--- config.mk ---
export PLATFORM = sky130hd
export DESIGN_NAME = ContrGen
export DESIGN_NICKNAME = d
export VERILOG_FILES = /design/src/common/rv64_pkg.sv /design/src/decode/ContrGen.sv
export VERILOG_INCLUDE_DIRS = /design/src /design/src/common
export SDC_FILE = /design/constraint.sdc
export NUM_CORES = 1
export LEC_CHECK = 0
export BUFFER_PORTS_ARGS = -buffer_cell sky130_fd_sc_hd__buf_2
export CORE_ASPECT_RATIO = 1.25
export CORE_MARGIN = 10
export CORE_UTILIZATION = 44
export DETAILED_ROUTE_END_ITERATION = 8
export GPL_TIMING_DRIVEN = 0
export PLACE_DENSITY = 0.73
export SLEW_MARGIN = 20
export SYNTH_ARGS = -nofsm -noshare
export SYNTH_HDL_FRONTEND = slang
export SYNTH_SLANG_ARGS = --single-unit
--- constraint.sdc ---
create_clock -name vclk -period 8.5
set_input_delay 2.55 -clock vclk [all_inputs]
set_output_delay 2.55 -clock vclk [all_outputs]
set_load 0.01 [all_outputs]
--- src/common/rv64_config.svh ---
`ifndef RV64_CONFIG_SVH
`define RV64_CONFIG_SVH

// data path width
`define XLEN 64

// instruction word width
`define ILEN 32

// architectural registers
`define NREGS 32

// register index width
`define REGW 5

`endif
--- src/common/rv64_pkg.sv ---
`include "rv64_config.svh"

package rv64Pkg;

    typedef logic [`XLEN-1:0] xlenT;
    typedef logic [`ILEN-1:0] instT;
    typedef logic [`REGW-1:0] regIdxT;

    typedef enum logic [3:0] {
        aluAdd  = 4'b0000,
        aluSllB = 4'b0001, // shift left, or pass B when A is the pc
        aluSlt  = 4'b0010,
        aluXor  = 4'b0100,
        aluSrl  = 4'b0101,
        aluOr   = 4'b0110,
        aluAnd  = 4'b0111,
        aluSub  = 4'b1000,
        aluSltu = 4'b1010,
        aluRem  = 4'b1100,
        aluSra  = 4'b1101,
        aluMul  = 4'b1110,
        aluDiv  = 4'b1111
    } aluCtT;

    typedef enum logic [2:0] {
        extNone = 3'd0,
        extR    = 3'd1,
        extI    = 3'd2,
        extS    = 3'd3,
        extB    = 3'd4,
        extU    = 3'd5,
        extJ    = 3'd6
    } extOpT;

    typedef enum logic [1:0] {
        bImm  = 2'd0,
        bRs2  = 2'd1,
        bFour = 2'd2
    } aluBSrcT;

    typedef enum logic [2:0] {
        brNone = 3'd0,
        brJal  = 3'd1,
        brJalr = 3'd2,
        brEq   = 3'd4,
        brNe   = 3'd5,
        brGe   = 3'd6,
        brLt   = 3'd7
    } branchT;

    // store widths reuse the unsigned codes
    typedef enum logic [2:0] {
        memNone   = 3'b000,
        memWordU  = 3'b001,
        memHalfU  = 3'b010,
        memByteU  = 3'b011,
        memDouble = 3'b100,
        memWord   = 3'b101,
        memHalf   = 3'b110
    } memOpT;

endpackage

--- src/decode/ContrGen.sv ---
`timescale 1ns/1ps

module ContrGen (
    input  logic [6:0]       opcode,
    input  logic [2:0]       func3,
    input  logic [6:0]       func7,
    output rv64Pkg::aluCtT   aluCt,
    output rv64Pkg::extOpT   extOp,
    output logic             regWr,
    output logic             aluASrc,
    output rv64Pkg::aluBSrcT aluBSrc,
    output rv64Pkg::branchT  branch,
    output logic             memWr,
    output rv64Pkg::memOpT   memOp,
    output logic             memToReg,
    output logic             isTruncate,
    output logic             isSext,
    output logic             illegalInst
);

    localparam logic [6:0] opImm    = 7'b0010011;
    localparam logic [6:0] opLoad   = 7'b0000011;
    localparam logic [6:0] opReg    = 7'b0110011;
    localparam logic [6:0] opAuipc  = 7'b0010111;
    localparam logic [6:0] opLui    = 7'b0110111;
    localparam logic [6:0] opJal    = 7'b1101111;
    localparam logic [6:0] opJalr   = 7'b1100111;
    localparam logic [6:0] opStore  = 7'b0100011;
    localparam logic [6:0] opBranch = 7'b1100011;
    localparam logic [6:0] opRegW   = 7'b0111011;
    localparam logic [6:0] opImmW   = 7'b0011011;

    rv64Pkg::extOpT fmt;
    logic           isWord;
    logic           pcBased;

    always_comb begin
        case (opcode)
            opImm, opLoad, opJalr, opImmW: fmt = rv64Pkg::extI;
            opReg, opRegW:                 fmt = rv64Pkg::extR;
            opAuipc, opLui:                fmt = rv64Pkg::extU;
            opJal:                         fmt = rv64Pkg::extJ;
            opStore:                       fmt = rv64Pkg::extS;
            opBranch:                      fmt = rv64Pkg::extB;
            default:                       fmt = rv64Pkg::extNone;
        endcase
    end

    always_comb begin
        illegalInst = 1'b0;
        casez ({func7, func3, opcode})
            17'bzzzzzzz_000_0010011, // addi
            17'bzzzzzzz_zzz_0010111, // auipc
            17'bzzzzzzz_zzz_1101111, // jal, link pc+4
            17'bzzzzzzz_000_1100111, // jalr
            17'bzzzzzzz_0zz_0100011, // sb sh sw sd
            17'bzzzzzzz_01z_0000011, // lw ld
            17'bzzzzzzz_001_0000011, // lh
            17'bzzzzzzz_1zz_0000011, // lbu lhu lwu, 111 caught below
            17'b0000000_000_0110011, // add
            17'b0000000_000_0111011, // addw
            17'bzzzzzzz_000_0011011: aluCt = rv64Pkg::aluAdd; // addiw
            17'b0100000_000_0110011, // sub
            17'b0100000_000_0111011, // subw
            17'bzzzzzzz_00z_1100011: aluCt = rv64Pkg::aluSub; // beq bne
            17'bzzzzzzz_zzz_0110111, // lui passes imm
            17'b000000z_001_0010011, // slli
            17'b000000z_001_0011011, // slliw
            17'b0000000_001_0111011: aluCt = rv64Pkg::aluSllB; // sllw
            17'b0000000_010_0110011, // slt
            17'bzzzzzzz_10z_1100011: aluCt = rv64Pkg::aluSlt; // blt bge
            17'bzzzzzzz_011_0010011, // sltiu
            17'b0000000_011_0110011, // sltu
            17'bzzzzzzz_110_1100011: aluCt = rv64Pkg::aluSltu; // bltu
            17'bzzzzzzz_100_0010011: aluCt = rv64Pkg::aluXor; // xori
            17'b000000z_101_0010011: aluCt = rv64Pkg::aluSrl; // srli
            17'b0000000_110_0110011: aluCt = rv64Pkg::aluOr;
            17'bzzzzzzz_111_0010011, // andi
            17'b0000000_111_0110011: aluCt = rv64Pkg::aluAnd;
            17'b0100000_101_0010011, // srai
            17'b0100000_101_0011011, // sraiw
            17'b0100000_101_0111011: aluCt = rv64Pkg::aluSra; // sraw
            17'b0000001_000_0111011: aluCt = rv64Pkg::aluMul; // mulw
            17'b0000001_100_0111011: aluCt = rv64Pkg::aluDiv; // divw
            17'b0000001_110_0111011: aluCt = rv64Pkg::aluRem; // remw
            default: begin
                aluCt       = rv64Pkg::aluSllB;
                illegalInst = 1'b1;
            end
        endcase
        if (opcode == opLoad && func3 == 3'b111) begin
            aluCt       = rv64Pkg::aluSllB;
            illegalInst = 1'b1;
        end
    end

    assign isWord  = (opcode == opRegW) || (opcode == opImmW);
    assign pcBased = (opcode == opAuipc) || (opcode == opLui) ||
                     (opcode == opJal) || (opcode == opJalr);

    assign extOp      = illegalInst ? rv64Pkg::extNone : fmt;
    assign regWr      = (extOp == rv64Pkg::extR) || (extOp == rv64Pkg::extI) ||
                        (extOp == rv64Pkg::extU) || (extOp == rv64Pkg::extJ);
    assign aluASrc    = !illegalInst && !pcBased;
    assign memWr      = !illegalInst && (opcode == opStore);
    assign memToReg   = !illegalInst && (opcode == opLoad);
    assign isTruncate = !illegalInst && isWord;
    assign isSext     = !illegalInst && isWord;

    always_comb begin
        if (extOp == rv64Pkg::extR || extOp == rv64Pkg::extB) begin
            aluBSrc = rv64Pkg::bRs2;
        end else if (!illegalInst && (opcode == opJal || opcode == opJalr)) begin
            aluBSrc = rv64Pkg::bFour; // link value
        end else begin
            aluBSrc = rv64Pkg::bImm;
        end
    end

    always_comb begin
        branch = rv64Pkg::brNone;
        if (!illegalInst && opcode == opJal) begin
            branch = rv64Pkg::brJal;
        end else if (!illegalInst && opcode == opJalr) begin
            branch = rv64Pkg::brJalr;
        end else if (!illegalInst && opcode == opBranch) begin
            case (func3)
                3'b000:         branch = rv64Pkg::brEq;
                3'b001:         branch = rv64Pkg::brNe;
                3'b101:         branch = rv64Pkg::brGe;
                3'b100, 3'b110: branch = rv64Pkg::brLt; // bltu via unsigned less
                default:        branch = rv64Pkg::brNone;
            endcase
        end
    end

    always_comb begin
        memOp = rv64Pkg::memNone;
        if (memToReg) begin
            case (func3)
                3'b001:  memOp = rv64Pkg::memHalf;
                3'b010:  memOp = rv64Pkg::memWord;
                3'b011:  memOp = rv64Pkg::memDouble;
                3'b100:  memOp = rv64Pkg::memByteU;
                3'b101:  memOp = rv64Pkg::memHalfU;
                default: memOp = rv64Pkg::memWordU; // lwu
            endcase
        end else if (memWr) begin
            case (func3)
                3'b000:  memOp = rv64Pkg::memByteU;
                3'b001:  memOp = rv64Pkg::memHalfU;
                3'b010:  memOp = rv64Pkg::memWordU;
                default: memOp = rv64Pkg::memDouble;
            endcase
        end
    end

endmodule

==> summary.txt, run 1 <==
Final layout
  – Non-filler cells, final: 232
  – Clock buffers: 0
  – Antenna cells: 0
  – Layout area overhead: 21.89%
  – Filler cell count: 240
  – Seq_cells: 0
  – Register area: 0 um^2
  – Total Nets Final: 222
  – Share of layout cells above drive strength 1: 0.2488

Yosys
  – Synth unique cells: 57
  – Ys Warns: 0
  – Synth top area cells: nor3_1 (6.7%), clkbuf_1 (5.0%), o21ai_0 (4.8%), or3_1 (4.8%), nor2_1 (4.7%)
  – Synth Cell Area: 1046 um^2
  – Synth Area in Adders: 0.02392
  – Register area share after synthesis: 0
  – Simple-gate portion of the synthesized area: 0.5526
  – Xor and xnor area share after synthesis: 0
  – Syn nets: 182
  – Mux cell area share after synthesis: 0.02990
  – Compound-Gate Fraction of Synth Area: 0.3134
  – Mapped Cells: 163
  – Syn avg cell area: 6.417 um^2
  – Main combinational cell family by area after synthesis: simple AND/OR/NAND/NOR gates
  – Synth area leader: nor3_1
  – Yosys top cell area share: 0.06699

Routing
  – Via count: 1521
  – Drt first pass iters: 5
  – DR iter-0 viols: 145
  – DRC violation count after routing: 0
  – DRT Wirelength: 4189 um
  – Remaining antenna violation count: 0
  – Vias per cell: 6.556
  – WL per Instance: 18.06 um

Power
  – Power density cells: 29.55 nW/um^2
  – Total Power: 0.00003767 W
  – Leak: 0.4965 nW
  – Maximum vdd drop: 17.87 uV

STA
  – Measured slew at the worst slew-check pin: 0.7476 ns
  – Max Clk Rate: 0.1215 GHz
  – Setup violations, final: 0
  – Setup TNS: 0 ns
  – Final hold slack: 5.587 ns
  – Final worst setup slack: 0.2711 ns
  – Max-slew violations: 0
  – Min cycle time layout: 8.229 ns
  – Relative slew slack: 0.4948
  – RSZ-0062 raised after global routing: false
  – Final hold violations: 0
  – Final Cycle Share: 0.9681

Floorplan
  – Starting Density: 0.4681
  – Die area: 4740 um^2
  – Die Y-Extent: 74.51 um
  – Core area: 2235 um^2
  – Die X-Extent: 63.61 um
  – Rows: 19
  – Num ports: 39

Critical path
  – Type of the worst setup path: primary input to output port
  – CP Capture Type: output port
  – Worst EP required: 5.95 ns
  – Crit path DAT: 5.68 ns
  – Worst Path Max Fanout: 10
  – Crit path launch type: primary input

Global routing
  – Vias in the first global route: 1460
  – Total gr overflow: 0
  – Total track usage: 0.1662
  – Initial antenna violation count: 0
  – Largest net degree at the start of global routing: 11
  – First-pass GRT wire length: 6879 um

Placed design
  – Setup WS pre-CTS: 0.3258 ns
  – Final RePlAce weighted congestion: 0.9134
  – Hpwl dp: 3286 um
  – Placed Cells: 232
  – PortBufs: 38

Min path
  – Worst Hold Class: primary input to output port

CTS
  – CTS resizes: 0
  – Setup Buffers After CTS: 0
  – Hold buffer count at cts: 0

Flow run
  – Max Cap Violations: 0

Outcome
  – Status: finished, final reports clean
-- final cells by class --
cell class | count | area, um^2 | share of cell area
Timing Repair Buffer | 38 | 190.2 | 0.1492
Buffer | 17 | 76.32 | 0.05986
Inverter | 2 | 7.507 | 0.005888
Multi-Input combinational cell | 144 | 962.2 | 0.7547
Tap cell | 31 | 38.79 | 0.03042
-- logic make-up after synthesis --
| family | count (synthesis) |
|---|---|
| multiplexers | 3 |
| adder cells (fa/ha/maj) | 2 |
| buffers and inverters | 19 |
| AO/OA/AOI/OAI | 43 |
| AND/OR/NAND/NOR | 96 |
-- power breakdown --
group | internal [W] | total (W) | leakage (nW) | switching, W
Sequential | 0 | 0 | 0 | 0
Clock | 0 | 0 | 0 | 0
Combinational | 0.0000132 | 0.0000377 | 0.496 | 0.0000245
Total | 0.0000132 | 0.0000377 | 0.496 | 0.0000245
-- synth_stat cells, types with 3 or more instances --
master    count
a21oi_1       6
a22o_1        3
nor2_1       13
nand3b_1      3
clkbuf_1     14
nand3_1       6
nor4_1        3
and2_1        3
nor2b_1       5
nand2_1      12
nand4_1       4
o21ai_0      10
or3_1         8
nor3_1       14
nand2b_1      5
-- worst max-delay path, cell delays in order --
cell      delay, ns
buf_2          0.12
nor4bb_1       0.61
or4b_1         0.51
o32a_1         0.34
nand2_2        0.13
nor3_2         0.07
buf_6          0.14
a2111o_1       0.28
ha_1           0.19
nor2b_1        0.14
or3_1          0.32
mux2i_1        0.13
buf_2          0.15
-- path summary, 6_finish.rpt --
check | endpoint | depth (start not counted) | slack (ns) | start
hold / removal | branch[1] | 5 | 5.59 | opcode[3]
setup / recovery | aluBSrc[1] | 13 | 0.27 | opcode[5]
-- metal layers --
| metal | global-route usage | wire [um] | up-vias |
|---|---|---|---|
| li1 | - | - | 713 |
| met3 | 0.02703 | 395 | 2 |
| met1 | 0.1985 | 1667 | 714 |
| met5 | 0 | 0 | - |
| met4 | 0.01946 | 20 | 0 |
| met2 | 0.3121 | 2105 | 92 |
-- stage by stage --
step / util / instance area (um^2)
2_1_floorplan: - / 1046
3_3_place_gp: 0.5705 / 1275
3_5_place_dp: 0.5705 / 1275
4_1_cts: 0.5705 / 1275
5_1_grt: 0.5705 / 1275
6_report: 0.5705 / 1275
-- cell usage in the layout (no fill, tap or decap), types with 4 or more instances in the layout --
| cell type | synthesis | final |
|---|---|---|
| nand4_1 | 4 | 4 |
| clkbuf_1 | 14 | 14 |
| nor3_1 | 14 | 14 |
| o21ai_0 | 10 | 10 |
| nor2b_1 | 5 | 5 |
| nor2_1 | 13 | 13 |
| a21oi_1 | 6 | 6 |
| nand2_1 | 12 | 12 |
| nand2b_1 | 5 | 5 |
| or3_1 | 8 | 8 |
| buf_2 | 1 | 39 |
| nand3_1 | 6 | 6 |
(Power assumes the default switching activity.)
==> run 2, diff against run 1 <==
--- a/config.mk
+++ b/config.mk
@@ -8,11 +8,11 @@
 export LEC_CHECK = 0
 export BUFFER_PORTS_ARGS = -buffer_cell sky130_fd_sc_hd__buf_2
 export CORE_ASPECT_RATIO = 1.25
-export CORE_MARGIN = 10
 export CORE_UTILIZATION = 44
 export DETAILED_ROUTE_END_ITERATION = 8
 export GPL_TIMING_DRIVEN = 0
 export PLACE_DENSITY = 0.73
+export RECOVER_POWER = 50
 export SLEW_MARGIN = 20
 export SYNTH_ARGS = -nofsm -noshare
 export SYNTH_HDL_FRONTEND = slang
==> run 2 against run 1 <==
Largest power group unchanged; highest routed layer unchanged; wire length shrank 9.3%; final cell count is the same; global-route usage grew 15 points; final area shrank 0.88%; core utilization grew 0.10 points.
==> summary.txt, run 2 (same netlist as run 1, synthesis figures left out) <==
STA
  – Setup violations, final: 0 (unchanged)
  – Final hold violations: 0 (unchanged)
  – Setup TNS: 0 ns (unchanged)
  – RSZ-0062 raised after global routing: false (unchanged)
  – Final Cycle Share: 0.9707 (was 0.9681)
  – Max-slew violations: 0 (unchanged)
  – Max Clk Rate: 0.1212 GHz (was 0.1215 GHz)
  – Min cycle time layout: 8.251 ns (was 8.229 ns)
  – Measured slew at the worst slew-check pin: 0.7014 ns (was 0.7476 ns)
  – Relative slew slack: 0.5260 (was 0.4948)

Critical path
  – Crit path DAT: 5.70 ns (was 5.68 ns)
  – CP Capture Type: output port (unchanged)
  – Crit path launch type: primary input (unchanged)
  – Slowest CP cell: nor4bb_1 (unchanged)
  – CP bufs+invs: 3 (unchanged)
  – Setup crit start: opcode[6] (was opcode[5])
  – Crit-path leading delay family: simple AND/OR/NAND/NOR gates (unchanged)
  – Type of the worst setup path: primary input to output port (unchanged)
  – Crit-path max cell delay: 0.61 ns (about the same)
  – WP depth: 13 (unchanged)
  – Worst setup path end: aluBSrc[1] (unchanged)
  – Crit-path cells: clkbuf_1 > nor4bb_1 > or4b_1 > o32a_1 > nand2_2 > nor3_2 > buf_6 > a2111o_1 > ha_1 > nor2b_1 > or3_1 > mux2i_1 > buf_2 (was buf_2 > nor4bb_1 > or4b_1 > o32a_1 > nand2_2 > nor3_2 > buf_6 > a2111o_1 > ha_1 > nor2b_1 > or3_1 > mux2i_1 > buf_2)
  – Worst Path Max Fanout: 10 (unchanged)
  – Worst EP required: 5.95 ns (about the same)

Global routing
  – Met2 Use GR: 0.5408 (was 0.3121)
  – Largest net degree at the start of global routing: 11 (unchanged)
  – Total gr overflow: 0 (unchanged)
  – Total track usage: 0.3113 (was 0.1662)
  – Initial antenna violation count: 0 (unchanged)
  – Vias in the first global route: 1368 (was 1460)
  – GRT met3 Usage: 0.009646 (was 0.02703)
  – Met1 Use GR: 0.3961 (was 0.1985)
  – Grt peak-use layer: met2 (unchanged)
  – First-pass GRT wire length: 6196 um (was 6879 um)

Routing
  – Remaining antenna violation count: 0 (unchanged)
  – Drt first pass iters: 4 (was 5)
  – DR iter-0 viols: 72 (was 145)
  – Via count: 1507 (was 1521)
  – WL per Instance: 16.38 um (was 18.06 um)
  – DRT Wirelength: 3800 um (was 4189 um)
  – DRC violation count after routing: 0 (unchanged)
  – Vias per cell: 6.496 (was 6.556)

CTS
  – CTS resizes: 0 (unchanged)
  – Setup Buffers After CTS: 0 (unchanged)
  – Hold buffer count at cts: 0 (unchanged)

Placed design
  – Hpwl dp: 3004 um (was 3286 um)
  – Placed Cells: 232 (unchanged)
  – Placement Cell Area: 1275 um^2 (unchanged)
  – PortBufs: 38 (unchanged)
  – Final RePlAce weighted congestion: 0.8968 (was 0.9134)

Final layout
  – Clock buffers: 0 (unchanged)
  – Filler cell count: 247 (was 240)
  – Seq_cells: 0 (unchanged)
  – Non-filler cells, final: 232 (unchanged)
  – Layout Utilization: 0.5716 (was 0.5705)
  – Total Nets Final: 222 (unchanged)
  – Layout area overhead: 20.81% (was 21.89%)
  – Most frequent cells in the layout: buf_2 (30), clkbuf_1 (23), nor3_1 (14), nor2_1 (13), nand2_1 (12) (was buf_2 (39), clkbuf_1 (14), nor3_1 (14), nor2_1 (13), nand2_1 (12))
  – Register area: 0 um^2 (unchanged)
  – Share of layout cells above drive strength 1: 0.2040 (was 0.2488)
  – Antenna cells: 0 (unchanged)
  – Multi-input logic area: 962.2 um^2 (unchanged)
  – Final Cell Area: 1264 um^2 (was 1275 um^2)
  – Commonest non-fill, non-tap cell in the layout: buf_2 (unchanged)

Floorplan
  – Core area: 2211 um^2 (was 2235 um^2)
  – Die Y-Extent: 56.51 um (was 74.51 um)
  – Starting Density: 0.4731 (was 0.4681)
  – Die area: 2577 um^2 (was 4740 um^2)
  – Die X-Extent: 45.61 um (was 63.61 um)
  – Rows: 19 (unchanged)
  – Num ports: 39 (unchanged)

Power
  – Maximum vdd drop: 16.85 uV (was 17.87 uV)
  – Total Power: 0.00003715 W (was 0.00003767 W)
  – Leak: 0.4617 nW (was 0.4965 nW)
  – Power density cells: 29.40 nW/um^2 (was 29.55 nW/um^2)

Outcome
  – Status: finished, final reports clean (unchanged)

Min path
  – Hold Crit Start: opcode[3] (unchanged)
  – Worst Hold Class: primary input to output port (unchanged)

Flow run
  – Max Cap Violations: 0 (unchanged)
==> run 2: changes by cell type in the layout (fill, tap and decap cells not counted) <==
cell,delta
clkbuf_1,+9
buf_2,-9
==> run 2: worst min path at each step <==
stage                     end  slack (ns)  cells past startpoint
global placement    branch[1]        5.59                      5
detailed placement  branch[1]        5.58                      5
finish              branch[1]        5.58                      5
floorplan           branch[1]        5.28                      3
global route        branch[1]        5.63                      5
CTS                 branch[1]        5.58                      5
==> run 2: worst min-delay path: stages <==
cell      delay [ns]
buf_2           0.11
nor4bb_1        0.10
o21ai_0         0.10
nor3_1          0.05
clkbuf_1        0.12
==> run 2: stage by stage <==
| step | setup WS (ns) | hold WS [ns] |
|---|---|---|
| after detailed placement | 0.2802 | 5.575 |
| after CTS | 0.2670 | 5.582 |
| after global placement | 0.3102 | 5.586 |
| final | 0.2491 | 5.577 |
| after floorplan | 0.6817 | 5.278 |
| after global routing | 0.05503 | 5.631 |
==> run 2: layout make-up <==
cell class / count / area share
Timing Repair Buffer: 38 / 0.1416
Multi-Input combinational cell: 144 / 0.7614
Tap cell: 31 / 0.03069
Buffer: 17 / 0.06040
Inverter: 2 / 0.005941
==> run 2: routing by layer <==
metal	vias to the layer above	share of wire
met3	11	0.078
met1	694	0.40
met4	0	0.019
met2	82	0.50
met5	-	0
li1	720	-
==> run 2: where the power goes <==
part	total, W	internal (W)	switching, W
Combinational	0.0000372	0.0000130	0.0000242
Clock	0	0	0
Sequential	0	0	0
Total	0.0000372	0.0000130	0.0000242
==> run 3, diff against run 2 <==
--- a/config.mk
+++ b/config.mk
@@ -7,7 +7,6 @@
 export NUM_CORES = 1
 export LEC_CHECK = 0
 export BUFFER_PORTS_ARGS = -buffer_cell sky130_fd_sc_hd__buf_2
-export CORE_ASPECT_RATIO = 1.25
 export CORE_UTILIZATION = 44
 export DETAILED_ROUTE_END_ITERATION = 8
 export GPL_TIMING_DRIVEN = 0
==> run 3 against run 2 <==
Non-clock buffer count did not move; global-route usage decreased by 0.42 points; core utilization is 0.80 points lower; clock-buffer cell count stayed put; final area fell by 0.40%; total power increased by 1.1%; sequential cell count did not move.
==> summary.txt, run 3 (same netlist as run 1, synthesis figures left out) <==
Final layout
  – Register area: 0 um^2 (unchanged)
  – Commonest non-fill, non-tap cell in the layout: buf_2 (unchanged)
  – Filler cell count: 239 (was 247)
  – Seq_cells: 0 (unchanged)
  – Share of layout cells above drive strength 1: 0.1990 (was 0.2040)
  – Total Nets Final: 222 (unchanged)
  – Clock buffers: 0 (unchanged)
  – Layout area overhead: 20.34% (was 20.81%)
  – Most frequent cells in the layout: buf_2 (29), clkbuf_1 (24), nor3_1 (14), nor2_1 (13), nand2_1 (12) (was buf_2 (30), clkbuf_1 (23), nor3_1 (14), nor2_1 (13), nand2_1 (12))
  – Antenna cells: 0 (unchanged)

Critical path
  – CP Capture Type: output port (unchanged)
  – Crit-path max cell delay: 0.58 ns (was 0.61 ns)
  – WP depth: 13 (unchanged)
  – Type of the worst setup path: primary input to output port (unchanged)
  – Crit-path leading delay family: simple AND/OR/NAND/NOR gates (unchanged)
  – Crit path DAT: 5.68 ns (was 5.70 ns)
  – Crit-path cells: clkbuf_1 > nor4bb_1 > or4b_1 > o32a_1 > nand2_2 > nor3_2 > buf_6 > a2111o_1 > ha_1 > nor2b_1 > or3_1 > mux2i_1 > buf_2 (unchanged)
  – Slowest CP cell: nor4bb_1 (unchanged)
  – Worst setup path end: aluBSrc[1] (unchanged)
  – Setup crit start: opcode[6] (unchanged)
  – CP bufs+invs: 3 (unchanged)
  – Worst Path Max Fanout: 10 (unchanged)
  – Crit path launch type: primary input (unchanged)
  – Worst EP required: 5.95 ns (about the same)

Routing
  – WL per Instance: 16.59 um (was 16.38 um)
  – Remaining antenna violation count: 0 (unchanged)
  – Vias per cell: 6.629 (was 6.496)
  – DRC violation count after routing: 0 (unchanged)
  – Via count: 1518 (was 1507)
  – DR iter-0 viols: 73 (was 72)
  – Drt first pass iters: 4 (unchanged)
  – DRT Wirelength: 3799 um (was 3800 um)

Global routing
  – First-pass GRT wire length: 6216 um (was 6196 um)
  – Largest net degree at the start of global routing: 11 (unchanged)
  – Total gr overflow: 0 (unchanged)
  – Vias in the first global route: 1339 (was 1368)
  – Total track usage: 0.3071 (was 0.3113)
  – Initial antenna violation count: 0 (unchanged)

CTS
  – Hold buffer count at cts: 0 (unchanged)
  – Setup Buffers After CTS: 0 (unchanged)
  – CTS resizes: 0 (unchanged)

STA
  – Setup violations, final: 0 (unchanged)
  – Measured slew at the worst slew-check pin: 0.7076 ns (was 0.7014 ns)
  – Max Clk Rate: 0.1214 GHz (was 0.1212 GHz)
  – Final worst setup slack: 0.2660 ns (was 0.2491 ns)
  – Final hold violations: 0 (unchanged)
  – Setup TNS: 0 ns (unchanged)
  – Relative slew slack: 0.5218 (was 0.5260)
  – RSZ-0062 raised after global routing: false (unchanged)
  – Max-slew violations: 0 (unchanged)
  – Final Cycle Share: 0.9687 (was 0.9707)
  – Min cycle time layout: 8.234 ns (was 8.251 ns)

Placed design
  – Hpwl dp: 2932 um (was 3004 um)
  – Setup WS pre-CTS: 0.3211 ns (was 0.2802 ns)
  – Final RePlAce weighted congestion: 0.9667 (was 0.8968)
  – PortBufs: 38 (unchanged)

Power
  – Total Power: 0.00003758 W (was 0.00003715 W)
  – Leak: 0.4572 nW (was 0.4617 nW)
  – Maximum vdd drop: 14.99 uV (was 16.85 uV)
  – Power density cells: 29.86 nW/um^2 (was 29.40 nW/um^2)

Floorplan
  – Die area: 2576 um^2 (was 2577 um^2)
  – Core area: 2233 um^2 (was 2211 um^2)
  – Die X-Extent: 50.76 um (was 45.61 um)
  – Rows: 17 (was 19)
  – Starting Density: 0.4683 (was 0.4731)
  – Die Y-Extent: 50.76 um (was 56.51 um)
  – Num ports: 39 (unchanged)

Flow run
  – Max Cap Violations: 0 (unchanged)

Outcome
  – Status: finished, final reports clean (unchanged)

Min path
  – Worst hold stages: 5 (unchanged)
  – Worst Hold Class: primary input to output port (unchanged)
## run 3: cell types whose count changed in the layout (fill, tap and decap cells not counted), sizes merged
cell and change:
buf -1, clkbuf +1
## run 3: area by class of cell
| cell class | count | area [um^2] | area share |
|---|---|---|---|
| multi-input combinational | 144 | 962.2 | 0.7644 |
| timing repair buffer | 38 | 177.7 | 0.1412 |
| buffer | 17 | 76.32 | 0.06064 |
| tap | 28 | 35.03 | 0.02783 |
| inverter | 2 | 7.507 | 0.005964 |
## run 3: metal layers
layer	GRT usage	share of wire	vias to the layer above
li1	-	-	719
met1	0.4255	0.44	713
met2	0.5200	0.47	83
met3	0.02121	0.083	3
met4	0.05093	0.0050	0
met5	0	0	-
## run 3: how the worst min path moves through the flow
stage	startpoint	end	slack, ns
after floorplan	opcode[3]	branch[1]	5.28
after global placement	opcode[3]	branch[1]	5.57
after detailed placement	opcode[3]	branch[1]	5.56
after CTS	opcode[3]	branch[1]	5.57
after global routing	opcode[3]	branch[1]	5.64
final	opcode[3]	branch[1]	5.58
## run 3: worst min-delay path, delay by kind of cell
| family | cells | cell delay, ns |
|---|---|---|
| buffers and inverters | 2 | 0.25 |
| AND/OR/NAND/NOR | 2 | 0.14 |
| AO/OA/AOI/OAI | 1 | 0.09 |
## run 3: metrics by stage
step,cells,utilization,cell area [um^2],hold WS [ns]
3_5_place_dp,229,0.5692,1271,5.560
6_report,229,0.5636,1259,5.580
4_1_cts,229,0.5692,1271,5.565
3_3_place_gp,229,0.5692,1271,5.570
2_1_floorplan,163,-,1046,5.278
5_1_grt,229,0.5636,1259,5.644
## run 3: power breakdown
| group | internal (W) | switching, W |
|---|---|---|
| sequential | 0 | 0 |
| combinational | 0.0000130 | 0.0000246 |
| clock | 0 | 0 |
